`config.mk`:
```
export PLATFORM = sky130hd
export DESIGN_NAME = vec_lane_array
export DESIGN_NICKNAME = d
export VERILOG_FILES = /design/src/vec_pkg.sv /design/src/lane_cmd_if.sv /design/src/issue_ctrl.sv /design/src/lane_bypass_buff.sv /design/src/lane_path_sel.sv /design/src/vec_lane.sv /design/src/vec_lane_array.sv /design/src/wb_collector.sv
export VERILOG_INCLUDE_DIRS = /design/src
export SDC_FILE = /design/constraint.sdc
export NUM_CORES = 2
export LEC_CHECK = 0
export BUFFER_PORTS_ARGS = -buffer_cell sky130_fd_sc_hd__buf_2
export CORE_MARGIN = 10
export CORE_UTILIZATION = 46
export CTS_BUF_LIST = sky130_fd_sc_hd__clkbuf_8
export DETAILED_ROUTE_END_ITERATION = 6
export GPL_ROUTABILITY_DRIVEN = 0
export PLACE_DENSITY = 0.61
export SETUP_SLACK_MARGIN = 0.5
export SYNTH_ARGS = -nofsm -noshare
export SYNTH_HDL_FRONTEND = slang
export SYNTH_SLANG_ARGS = --single-unit
```
`constraint.sdc`:
```
create_clock -name clock -period 26.6 [get_ports clock]
set_clock_uncertainty 0.05 [all_clocks]
set_input_delay 7.98 -clock clock [delete_from_list [all_inputs] [get_ports clock]]
set_output_delay 7.98 -clock clock [all_outputs]
set_load 0.02 [all_outputs]
```
`src/vec_cfg.svh`:
```
/*
 * Vector lane array configuration
 * Lane count, word width, register file and bypass depth
 */

`ifndef VEC_CFG_SVH
`define VEC_CFG_SVH

// Number of SIMD lanes
`define VEC_NUM_LANES		4

// Width of one lane word
`define VEC_DATA_W			32

// Registers per lane
`define VEC_NUM_REGS		8

// In-flight write-back entries per lane
`define VEC_BYPASS_DEPTH	2

`endif

```
`src/vec_pkg.sv`:
```
/*
 * Vector lane array types
 * Word, index and lane number types, opcode and operand path encodings
 */

`include "vec_cfg.svh"

package vec_pkg;

	typedef logic [`VEC_DATA_W-1:0]				data_t;		// One lane word
	typedef logic [$clog2(`VEC_NUM_REGS)-1:0]	index_t;	// Register index
	typedef logic [$clog2(`VEC_NUM_LANES)-1:0]	lane_id_t;	// Lane number

	// Vector opcodes
	typedef enum logic [2:0] {
		OP_ADD		= 3'd0,
		OP_SUB		= 3'd1,
		OP_AND		= 3'd2,
		OP_XOR		= 3'd3,
		OP_BCAST	= 3'd4,		// Scalar into every lane
		OP_LANEID	= 3'd5		// Own lane number
	} op_e;

	// Operand source of one ALU input
	typedef enum logic [1:0] {
		PATH_OWN	= 2'd0,
		PATH_LEFT	= 2'd1,		// Lane i-1
		PATH_RIGHT	= 2'd2,		// Lane i+1
		PATH_SCALAR	= 2'd3
	} path_e;

endpackage

```
`src/lane_cmd_if.sv`:
```
/*
 * Lane command bus
 * Carries the issued vector command from the issuer to every lane
 */

`timescale 1ns/1ps

interface lane_cmd_if;

	logic					valid;		// Command in stage A
	vec_pkg::op_e			op;
	vec_pkg::index_t		dst;		// Write-back register
	vec_pkg::index_t		src1_idx;
	vec_pkg::index_t		src2_idx;
	vec_pkg::path_e			src1_path;
	vec_pkg::path_e			src2_path;
	vec_pkg::data_t			scalar;		// Broadcast operand

	modport issue (
		output	valid, op, dst, src1_idx, src2_idx,
		output	src1_path, src2_path, scalar
	);

	modport lane (
		input	valid, op, dst, src1_idx, src2_idx,
		input	src1_path, src2_path, scalar
	);

endinterface

```
`src/issue_ctrl.sv`:
```
/*
 * Command issuer
 * Registers one accepted command per cycle and broadcasts it to the lanes
 */

`timescale 1ns/1ps

module issue_ctrl (
	input							clock,
	input							rst,
	input							stall,			// Global pipeline hold
	input							req,			// Command request
	input	vec_pkg::op_e			op,
	input	vec_pkg::index_t		dst_idx,
	input	vec_pkg::index_t		src1_idx,
	input	vec_pkg::index_t		src2_idx,
	input	vec_pkg::path_e			src1_path,
	input	vec_pkg::path_e			src2_path,
	input	vec_pkg::data_t			scalar_data,	// From scalar side
	lane_cmd_if.issue				cmd
);

	logic							accept;

	assign accept		= req & ~stall;

	////////////////////
	// Stage A valid

	// A free cycle with no request issues a bubble
	always_ff @(posedge clock) begin
		if (rst) begin
			cmd.valid	<= 1'b0;
		end else if (!stall) begin
			cmd.valid	<= req;
		end
	end

	////////////////////
	// Stage A payload

	always_ff @(posedge clock) begin
		if (accept) begin
			cmd.op			<= op;
			cmd.dst			<= dst_idx;
			cmd.src1_idx	<= src1_idx;
			cmd.src2_idx	<= src2_idx;
			cmd.src1_path	<= src1_path;
			cmd.src2_path	<= src2_path;
			cmd.scalar		<= scalar_data;
		end
	end

endmodule

```
`src/lane_bypass_buff.sv`:
```
/*
 * Lane bypass buffer
 * Forwards in-flight write-backs to reads, retires the oldest to the RF
 */

`timescale 1ns/1ps

`include "vec_cfg.svh"

module lane_bypass_buff (
	input							clock,
	input							rst,
	input							stall,
	input							wr_valid,		// New write-back
	input	vec_pkg::index_t		wr_idx,
	input	vec_pkg::data_t			wr_data,
	input	vec_pkg::index_t		rd_idx1,
	input	vec_pkg::index_t		rd_idx2,
	input	vec_pkg::data_t			rf_data1,		// Raw RF read
	input	vec_pkg::data_t			rf_data2,
	output	vec_pkg::data_t			rd_data1,		// Corrected read
	output	vec_pkg::data_t			rd_data2,
	output							retire_valid,	// Oldest entry leaving
	output	vec_pkg::index_t		retire_idx,
	output	vec_pkg::data_t			retire_data
);

	localparam int DEPTH = `VEC_BYPASS_DEPTH;

	logic	[DEPTH-1:0]				ent_valid;		// Entry 0 is newest
	vec_pkg::index_t				ent_idx [DEPTH];
	vec_pkg::data_t					ent_data [DEPTH];

	////////////////////
	// Shift register

	always_ff @(posedge clock) begin
		if (rst) begin
			ent_valid	<= '0;
		end else if (!stall) begin
			ent_valid	<= {ent_valid[DEPTH-2:0], wr_valid};
		end
	end

	always_ff @(posedge clock) begin
		if (!stall) begin
			ent_idx[0]		<= wr_idx;
			ent_data[0]		<= wr_data;
			for (int i = 1; i < DEPTH; i++) begin
				ent_idx[i]	<= ent_idx[i-1];
				ent_data[i]	<= ent_data[i-1];
			end
		end
	end

	////////////////////
	// Lookup

	// Walk oldest to newest so the newest match wins
	always_comb begin
		rd_data1 = rf_data1;
		rd_data2 = rf_data2;
		for (int i = DEPTH - 1; i >= 0; i--) begin
			if (ent_valid[i] && (ent_idx[i] == rd_idx1)) rd_data1 = ent_data[i];
			if (ent_valid[i] && (ent_idx[i] == rd_idx2)) rd_data2 = ent_data[i];
		end
	end

	assign retire_valid	= ent_valid[DEPTH-1];
	assign retire_idx	= ent_idx[DEPTH-1];
	assign retire_data	= ent_data[DEPTH-1];

endmodule

```
`src/lane_path_sel.sv`:
```
/*
 * Operand path selector
 * Picks each ALU operand from the own lane, a neighbour or the scalar
 */

`timescale 1ns/1ps

module lane_path_sel (
	input	vec_pkg::path_e			path1,
	input	vec_pkg::path_e			path2,
	input	vec_pkg::data_t			own1,		// This lane
	input	vec_pkg::data_t			own2,
	input	vec_pkg::data_t			left1,		// Lane i-1
	input	vec_pkg::data_t			left2,
	input	vec_pkg::data_t			right1,		// Lane i+1
	input	vec_pkg::data_t			right2,
	input	vec_pkg::data_t			scalar,
	output	vec_pkg::data_t			src1,
	output	vec_pkg::data_t			src2
);

	function automatic vec_pkg::data_t pick (
		input vec_pkg::path_e	path,
		input vec_pkg::data_t	own,
		input vec_pkg::data_t	left,
		input vec_pkg::data_t	right,
		input vec_pkg::data_t	scl
	);
		case (path)
			vec_pkg::PATH_LEFT:		return left;
			vec_pkg::PATH_RIGHT:	return right;
			vec_pkg::PATH_SCALAR:	return scl;
			default:				return own;
		endcase
	endfunction

	// First operand takes the first read of the chosen source
	assign src1		= pick(path1, own1, left1, right1, scalar);
	assign src2		= pick(path2, own2, left2, right2, scalar);

endmodule

```
`src/vec_lane.sv`:
```
/*
 * Vector lane
 * Register file, bypass buffer, path selector, ALU and stage B result register
 */

`timescale 1ns/1ps

`include "vec_cfg.svh"

module vec_lane #(
	parameter int LANE_ID = 0
)(
	input							clock,
	input							rst,
	input							stall,
	lane_cmd_if.lane				cmd,
	input	vec_pkg::data_t			left1,			// Operands of lane i-1
	input	vec_pkg::data_t			left2,
	input	vec_pkg::data_t			right1,			// Operands of lane i+1
	input	vec_pkg::data_t			right2,
	output	vec_pkg::data_t			opnd1,			// Bypassed reads
	output	vec_pkg::data_t			opnd2,
	output	logic					res_valid,		// Stage B
	output	vec_pkg::index_t		res_dst,
	output	vec_pkg::data_t			res_data
);

	localparam vec_pkg::lane_id_t LANE_NUM = vec_pkg::lane_id_t'(LANE_ID);

	vec_pkg::data_t					rf [`VEC_NUM_REGS];
	vec_pkg::data_t					rf_data1;
	vec_pkg::data_t					rf_data2;
	vec_pkg::data_t					alu_a;
	vec_pkg::data_t					alu_b;
	vec_pkg::data_t					alu_res;
	logic							retire_valid;
	vec_pkg::index_t				retire_idx;
	vec_pkg::data_t					retire_data;

	////////////////////
	// Register file

	assign rf_data1		= rf[cmd.src1_idx];
	assign rf_data2		= rf[cmd.src2_idx];

	always_ff @(posedge clock) begin
		if (rst) begin
			for (int i = 0; i < `VEC_NUM_REGS; i++) begin
				rf[i]	<= '0;
			end
		end else if (!stall && retire_valid) begin
			rf[retire_idx]	<= retire_data;		// Oldest entry leaves buffer
		end
	end

	lane_bypass_buff u_bypass (
		.clock			(clock),
		.rst			(rst),
		.stall			(stall),
		.wr_valid		(cmd.valid),
		.wr_idx			(cmd.dst),
		.wr_data		(alu_res),
		.rd_idx1		(cmd.src1_idx),
		.rd_idx2		(cmd.src2_idx),
		.rf_data1		(rf_data1),
		.rf_data2		(rf_data2),
		.rd_data1		(opnd1),
		.rd_data2		(opnd2),
		.retire_valid	(retire_valid),
		.retire_idx		(retire_idx),
		.retire_data	(retire_data)
	);

	lane_path_sel u_path_sel (
		.path1			(cmd.src1_path),
		.path2			(cmd.src2_path),
		.own1			(opnd1),
		.own2			(opnd2),
		.left1			(left1),
		.left2			(left2),
		.right1			(right1),
		.right2			(right2),
		.scalar			(cmd.scalar),
		.src1			(alu_a),
		.src2			(alu_b)
	);

	////////////////////
	// ALU

	always_comb begin
		case (cmd.op)
			vec_pkg::OP_ADD:	alu_res = alu_a + alu_b;
			vec_pkg::OP_SUB:	alu_res = alu_a - alu_b;
			vec_pkg::OP_AND:	alu_res = alu_a & alu_b;
			vec_pkg::OP_XOR:	alu_res = alu_a ^ alu_b;
			vec_pkg::OP_BCAST:	alu_res = cmd.scalar;
			vec_pkg::OP_LANEID:	alu_res = vec_pkg::data_t'(LANE_NUM);	// Zero extended
			default:			alu_res = '0;
		endcase
	end

	// Stage B result register
	always_ff @(posedge clock) begin
		if (rst) begin
			res_valid	<= 1'b0;
		end else if (!stall) begin
			res_valid	<= cmd.valid;
		end
	end

	always_ff @(posedge clock) begin
		if (!stall && cmd.valid) begin
			res_dst		<= cmd.dst;
			res_data	<= alu_res;
		end
	end

endmodule

```
`src/vec_lane_array.sv`:
```
/*
 * SIMD vector lane array top
 * Issuer, ring of lanes with neighbour operand paths, write-back collector
 */

`timescale 1ns/1ps

`include "vec_cfg.svh"

module vec_lane_array (
	input							clock,
	input							rst,
	input							stall,
	input							req,
	input	vec_pkg::op_e			op,
	input	vec_pkg::index_t		dst_idx,
	input	vec_pkg::index_t		src1_idx,
	input	vec_pkg::index_t		src2_idx,
	input	vec_pkg::path_e			src1_path,
	input	vec_pkg::path_e			src2_path,
	input	vec_pkg::data_t			scalar_data,
	output	logic					result_valid,
	output	vec_pkg::index_t		result_dst,
	output	logic [`VEC_NUM_LANES*`VEC_DATA_W-1:0]	result_data
);

	localparam int N = `VEC_NUM_LANES;

	lane_cmd_if						cmd_bus ();

	vec_pkg::data_t					opnd1 [N];		// Per-lane bypassed reads
	vec_pkg::data_t					opnd2 [N];
	logic	[N-1:0]					res_valid;
	vec_pkg::index_t				res_dst [N];
	vec_pkg::data_t					res_data [N];

	issue_ctrl u_issue (
		.clock			(clock),
		.rst			(rst),
		.stall			(stall),
		.req			(req),
		.op				(op),
		.dst_idx		(dst_idx),
		.src1_idx		(src1_idx),
		.src2_idx		(src2_idx),
		.src1_path		(src1_path),
		.src2_path		(src2_path),
		.scalar_data	(scalar_data),
		.cmd			(cmd_bus)
	);

	////////////////////
	// Lane ring

	for (genvar i = 0; i < N; i++) begin : g_lane
		vec_lane #(
			.LANE_ID	(i)
		) u_lane (
			.clock		(clock),
			.rst		(rst),
			.stall		(stall),
			.cmd		(cmd_bus),
			.left1		(opnd1[(i + N - 1) % N]),	// Wraps at lane 0
			.left2		(opnd2[(i + N - 1) % N]),
			.right1		(opnd1[(i + 1) % N]),
			.right2		(opnd2[(i + 1) % N]),
			.opnd1		(opnd1[i]),
			.opnd2		(opnd2[i]),
			.res_valid	(res_valid[i]),
			.res_dst	(res_dst[i]),
			.res_data	(res_data[i])
		);
	end

	wb_collector u_collector (
		.clock			(clock),
		.rst			(rst),
		.stall			(stall),
		.lane_valid		(res_valid),
		.lane_dst		(res_dst),
		.lane_data		(res_data),
		.result_valid	(result_valid),
		.result_dst		(result_dst),
		.result_data	(result_data)
	);

endmodule

```
`src/wb_collector.sv`:
```
/*
 * Write-back collector
 * Registers all lane results into one packed result vector
 */

`timescale 1ns/1ps

`include "vec_cfg.svh"

module wb_collector (
	input							clock,
	input							rst,
	input							stall,
	input	[`VEC_NUM_LANES-1:0]	lane_valid,
	input	vec_pkg::index_t		lane_dst [`VEC_NUM_LANES],
	input	vec_pkg::data_t			lane_data [`VEC_NUM_LANES],
	output	logic					result_valid,
	output	vec_pkg::index_t		result_dst,
	output	logic [`VEC_NUM_LANES*`VEC_DATA_W-1:0]	result_data	// Lane 0 in low word
);

	always_ff @(posedge clock) begin
		if (rst) begin
			result_valid	<= 1'b0;
		end else if (!stall) begin
			result_valid	<= lane_valid[0];
		end
	end

	always_ff @(posedge clock) begin
		if (!stall && lane_valid[0]) begin
			result_dst		<= lane_dst[0];		// Lanes run in lockstep
			for (int i = 0; i < `VEC_NUM_LANES; i++) begin
				result_data[i*`VEC_DATA_W +: `VEC_DATA_W]	<= lane_data[i];
			end
		end
	end

endmodule
```
## Word level (Yosys, flattened, before mapping)

Memory sizes are Yosys's and may differ from the RTL's. A register that Yosys moved wholly into a read port is not among the register bits.
Cells that the tools add are included.

| operators by class | value |
|---|---|
| bitwise logic cells | 10 |
| $add $sub $neg | 8 |
| mux-type cells | 63 |
| equality and inequality tests | 27 |
| reduce and logical (&&, ||, !) cells | 28 |

Operator list:

| operator | count |
|---|---|
| $pmux W32 S3 | 8 |
| $mux W32 | 20 |
| $pmux W32 S6 | 3 |
| $pmux W32 S5 | 1 |
| $add A32 B32 Y32 | 4 |
| $and A32 B32 Y32 | 4 |
| $reduce_or A32 Y1 | 4 |
| $sub A32 B32 Y32 | 4 |
| $xor A32 B32 Y32 | 4 |
| $eq A3 B3 Y1 | 16 |
| $mux W3 | 12 |
| $logic_and A1 B1 Y1 | 22 |
| $mux W1 | 19 |
| $eq A2 B2 Y1 const B | 4 |
| $eq A3 B2 Y1 const B | 2 |
| $eq A3 B3 Y1 const B | 2 |
| $eq A2 B1 Y1 const B | 2 |
| $eq A3 B1 Y1 const B | 1 |
| $logic_not A3 Y1 | 1 |
| $and A1 B1 Y1 | 1 |
| $logic_not A1 Y1 | 1 |
| $not A1 Y1 | 1 |

| word-level totals | value |
|---|---|
| register bits after elaboration | 321 |
| bits in writable memories | 1,304 |
| output and inout port bits | 132 |
| memories kept | 12 |
| logic and storage cells | 169 |
| input port bits | 52 |

Memory list:

| name | depth | bits a word | rd ports | clocked after Yosys merged registers in | write ports | line | text |
|---|---|---|---|---|---|---|---|
| g_lane[0].u_lane.rf | 8 | 32 | 2 | 2 | 8 | vec_lane.sv:30 | `` vec_pkg::data_t rf [`VEC_NUM_REGS]; `` |
| g_lane[1].u_lane.rf | 8 | 32 | 2 | 2 | 8 | vec_lane.sv:30 |  |
| g_lane[2].u_lane.rf | 8 | 32 | 2 | 2 | 8 | vec_lane.sv:30 |  |
| g_lane[3].u_lane.rf | 8 | 32 | 2 | 2 | 8 | vec_lane.sv:30 |  |
| g_lane[0].u_lane.u_bypass.ent_data | 2 | 32 | 2 | 0 | 2 | lane_bypass_buff.sv:32 | `vec_pkg::data_t ent_data [DEPTH];` |
| g_lane[1].u_lane.u_bypass.ent_data | 2 | 32 | 2 | 0 | 2 | lane_bypass_buff.sv:32 |  |
| 6 more memories | -- | -- | -- | -- | -- | -- |  |

## Depth between registers and ports, before layout

| depth | value |
|---|---|
| word-level depth | 7 |
| mapped depth | 31 |
| depth with buffers taken out | 27 |

## Cells and area by module

A second synthesis with hierarchy kept.

| second synthesis, totals | value |
|---|---|
| cell total of the unflattened synthesis | 7,486 |
| area total of the unflattened synthesis | 99,231.4 um^2 |

Modules (own cells, without submodules):

| module | area each (um^2) | sequential area each (um^2) | cells an instance | instances |
|---|---|---|---|---|
| vec_lane at g_lane[1].u_lane | 18,016.0 | 8,758.4 | 1,352 | 1 |
| vec_lane at g_lane[0].u_lane | 17,943.5 | 8,758.4 | 1,342 | 1 |
| vec_lane at g_lane[2].u_lane | 17,899.7 | 8,758.4 | 1,327 | 1 |
| vec_lane at g_lane[3].u_lane | 17,870.9 | 8,758.4 | 1,318 | 1 |
| lane_bypass_buff | 3,881.2 | 2,142.1 | 412 | 4 |
| lane_path_sel | 1,629.1 | 0.0 | 78 | 4 |
| wb_collector | 3,976.3 | 3,953.8 | 135 | 1 |
| issue_ctrl | 1,483.9 | 1,461.4 | 52 | 1 |

## Least setup slack after synthesis

Ideal clock, no wire load.

| timing path | value |
|---|---|
| path kind | input port to flip-flop |
| start point | in stall |
| end point | reg g_lane[0].u_lane.res_data[0] (enable) |
| setup slack | 11.971 ns |
| required time | 25.909 ns |
| buffers on the path | 1 |
| stages on the path | 2 |
| library setup time | 0.641 ns |
| arrival time | 13.939 ns |
| path through | clkbuf_1 -> nor2b_1 |

| on the way | value |
|---|---|
| cells in the longest elaborated chain, start to end | 2 |

Ends and longest elaborated chain:

| what | line | text |
|---|---|---|
| start: declaration | vec_lane_array.sv:13 | `input stall,` |
| $logic_not A1 Y1 | vec_lane.sv:113 | `if (!stall && cmd.valid) begin` |
| $logic_and A1 B1 Y1 | vec_lane.sv:113 |  |
| end signal: assignment | vec_lane.sv:115 | `res_data <= alu_res;` |
| end: declaration | vec_lane.sv:25 | `output vec_pkg::data_t res_data` |

Every way passes these cells.
A chain may end at the register's enable or synchronous reset.

==> results.md <==
* Total via count in the routed design at 70290
* Drt drc at 2
* First-pass GRT wire length at 502000 µm
* Num ports at around 180
* Maxcap violations at 2
* Cell count after synthesis at ~7600
* Die width at roughly 470 µm
* Outcome: finished, violations left
* Final core occ at 0.5062
* Port Buf Inserts at 183
* Setup violation total in the final timing report at 0
* Longest Clk Path Bufs at 4
* Yosys reg bits at 1605
* Largest area contributor in the netlist: edfxtp_1
* CTS tree: built
* Final Net Count at 8001
* Initial antenna violation count at 27
* Fmax at 84.52 MHz
* Core ar. at approximately 200000 µm²
* Synth Cell Area at 94580 µm²
* Post-synth top area share at 0.5067
* Post-synthesis cell type count at 90
* Unrepaired setup endpoints after global routing: false
* # hold bufs at CTS at 0
* Worst hold path cell count at 0
* Failing checks: design-rule violations, max-capacitance violations, max-slew violations
* Worst min path class: reg -> reg
* Die height at 473.5 µm
* Layout cell share with drive strength beyond 1 at 0.1770
* CTS Sinks at around 1600
* Clk root buf: clkbuf_8
* Post-CTS sizing at 0
* Post-synthesis sequential area ratio at 0.5086
* Relative slew slack at -0.05278
* Total negative slack at 0 ns
* Slew @ Worst Pin at 1.579 ns
* Ys Warns at 0
* Synthesized Nets at 7918
* Cell leakage power at 38.71 nW
* Starting Density at 0.4623
* Async S/R FF share, synth at 0
* Clk_lat worst skew at 1.06 ns
* Drt pass-1 iters at 7
* Total die area at 224200 µm²
* DR WL met3 at 41880 µm
* H-tree Lvls at 5
* Worst reg2reg path depth at 24
* Pwr dens at about 70 nW/µm²
* Num CTS Buffers at ~290
* Synth area leaders: edfxtp_1, mux4_2, and2_1, mux2i_1, ha_1
* Worst Hold Launch: g_lane[3].u_lane.res_data[1]$_DFFE_PP_
* Routed Antenna Nets at 0
* Post CTS Setup Buffer Count at 0
* Worst VDD drop at 0.05795 mV
* Final period utilization at 0.4448
* FILL cells at 17670
* Vias in the first global route at 69110
* CP Launch Type: register
* Minimum clock period at 11.83 ns
* Critical path peak fanout at 49
* Max-slew violations at 6
* Largest net degree at the start of global routing at 135
* Number of synthesized flops with an enable pin at 1596
* R2R Path End: g_lane[1].u_lane.u_bypass.ent_data[0][30]$_DFFE_PN_
* Reg2reg setup slack at 14.77 ns
* Synthesized area per cell at about 12 µm²
* WP data arrival at 12.48 ns
* Row cnt at 166
* Final Hold Vio Count at 0
* GRT Total Usage at 0.3081
* DRT iter0 DRCs at roughly 10000
* Hold Path End: u_collector.result_data[97]$_DFFE_PP_
* Most frequent cell after synthesis: edfxtp_1
* Global route total overflow at 0
* Clock Pin Slew Worst Setup and Hold Paths at 0.06 ns
* Critical Path RT at 27.25 ns
* Synth-to-layout area growth at 9.488%
* Wire per inst at 33.56 µm
* Met1 wire length at 132400 µm
* WL final at 354800 µm
* Top Metal Used: met5
* Crit end category: register
* Top_reg_cell synth: edfxtp_1
* WL met2 at roughly 150000 µm
* Detail-routed via count per cell at 6.649
* Commonest cells in the netlist: edfxtp_1, and2_1, nand2_1
* Post-detail-place hpwl at 234200 µm
* Critical path class: reg -> reg
## flip-flops by register name, indices dropped and copies added (netlist names), named ones only
register,flops
g_lane.u_lane.rf,1024
g_lane.u_lane.u_bypass.ent_data,256
g_lane.u_lane.res_data,128
u_collector.result_data,128
u_issue.cmd.scalar,32
g_lane.u_lane.u_bypass.ent_idx,6
g_lane.u_lane.res_dst,3
u_collector.result_dst,3
u_issue.cmd.dst,3
u_issue.cmd.op,3
u_issue.cmd.src1_idx,3
u_issue.cmd.src2_idx,3
g_lane.u_lane.u_bypass.ent_valid,2
u_issue.cmd.src1_path,2
u_issue.cmd.src2_path,2
u_issue.cmd.valid,1
## stage by stage
step / total power [mW] / worst slack [ns] / hold slack, ns / cell area [µm²] / cells
2_1_floorplan: 4.289 / 11.97 / 0.3503 / 94580 / 7594
3_3_place_gp: 4.957 / 14.07 / 0.3536 / 98200 / 10070
3_5_place_dp: 4.985 / 14.06 / 0.3552 / 98200 / 10070
4_1_cts: 7.239 / 15.17 / 0.3615 / 103500 / 10560
5_1_grt: 7.537 / 14.97 / 0.3625 / 103500 / 10560
6_report: 7.298 / 14.77 / 0.3601 / 103600 / 10570
## cells in the final DEF (no fill, tap or decap), drive strengths merged, types with 51 or more instances in the layout
cell and count:
mux2i 342, o32ai 126, a21o 53, nor2 469, nand2 529, xor2 76
ha 268, inv 189, o21ai 493, buf 357, xnor2 173, o221ai 129
or3 56, clkinv 84, mux2 73, nor3 121, a31oi 51, a211oi 68
mux4 520, clkbuf 299, and2 1001, edfxtp 1596, a21oi 216
## routing by layer
layer / vias to the layer above / global-route usage
li1: 29310 / -
met1: 35170 / 0.3989
met2: 4762 / 0.4596
met3: 1024 / 0.08524
met4: 18 / 0.1889
met5: - / 0
## how the worst max path moves through the flow
stage	slack (ns)	to	cells past startpoint
after floorplan	11.97	g_lane[0].u_lane.res_data[0]$_DFFE_PP_	2
after global placement	14.07	g_lane[1].u_lane.rf[2][7]$_SDFFCE_PN0P_	8
after detailed placement	14.06	g_lane[0].u_lane.rf[2][9]$_SDFFCE_PN0P_	8
after CTS	15.17	g_lane[1].u_lane.rf[2][16]$_SDFFCE_PN0P_	8
after global routing	14.97	g_lane[0].u_lane.u_bypass.ent_data[0][29]$_DFFE_PN_	23
final	14.77	g_lane[1].u_lane.u_bypass.ent_data[0][30]$_DFFE_PN_	24
## cells by family after synthesis
family                     Yosys count  synth area share
muxes                              935            0.1687
AOI/OAI and AO/OA                 1443            0.1019
xor gates and xnor gates           249           0.02306
and+or+nand+nor                   2414            0.1326
buffers and inverters              676           0.02890
DFF                               1605            0.5086
adders and majority gates          272           0.03630
## critical path, cell delays in order, from the launching register on
cell	delay, ns
dfxtp_4	0.67
buf_4	0.66
buf_4	0.82
buf_4	0.70
mux4_2	0.41
mux2i_1	0.21
a211oi_1	0.17
mux4_2	0.63
a221oi_1	0.64
nand4b_1	1.08
buf_4	0.58
o21ai_0	0.21
xor2_1	0.13
ha_1	0.40
a21o_1	0.14
a21o_1	0.12
a21o_1	0.21
a21oi_1	0.09
o21ai_0	0.77
nand4_1	0.24
a31oi_1	0.94
a21oi_1	0.34
a21oi_1	0.24
xnor2_1	0.12
o221ai_1	0.76
## report_power, final
part / leakage, nW / total (mW) / switching, mW / internal [mW]
Sequential: 16.1 / 3.12 / 0.165 / 2.96
Clock: 3.01 / 2.27 / 1.08 / 1.19
Combinational: 19.6 / 1.90 / 1.22 / 0.684
Total: 38.7 / 7.30 / 2.46 / 4.84
## final cells by class
| class | count | area (µm²) | share of cell area |
|---|---|---|---|
| Sequential cell | 1605 | 48130 | 0.4648 |
| Multi-Input combinational cell | 5313 | 43940 | 0.4243 |
| Clock buffer | 299 | 4115 | 0.03974 |
| Tap cell | 2688 | 3363 | 0.03248 |
| Timing Repair Buffer | 357 | 2347 | 0.02267 |
| Clock inverter | 188 | 1207 | 0.01166 |
| Inverter | 109 | 424.2 | 0.004096 |
| Antenna cell | 13 | 32.53 | 0.0003141 |
No activity file was read; power rests on OpenSTA's default activity.
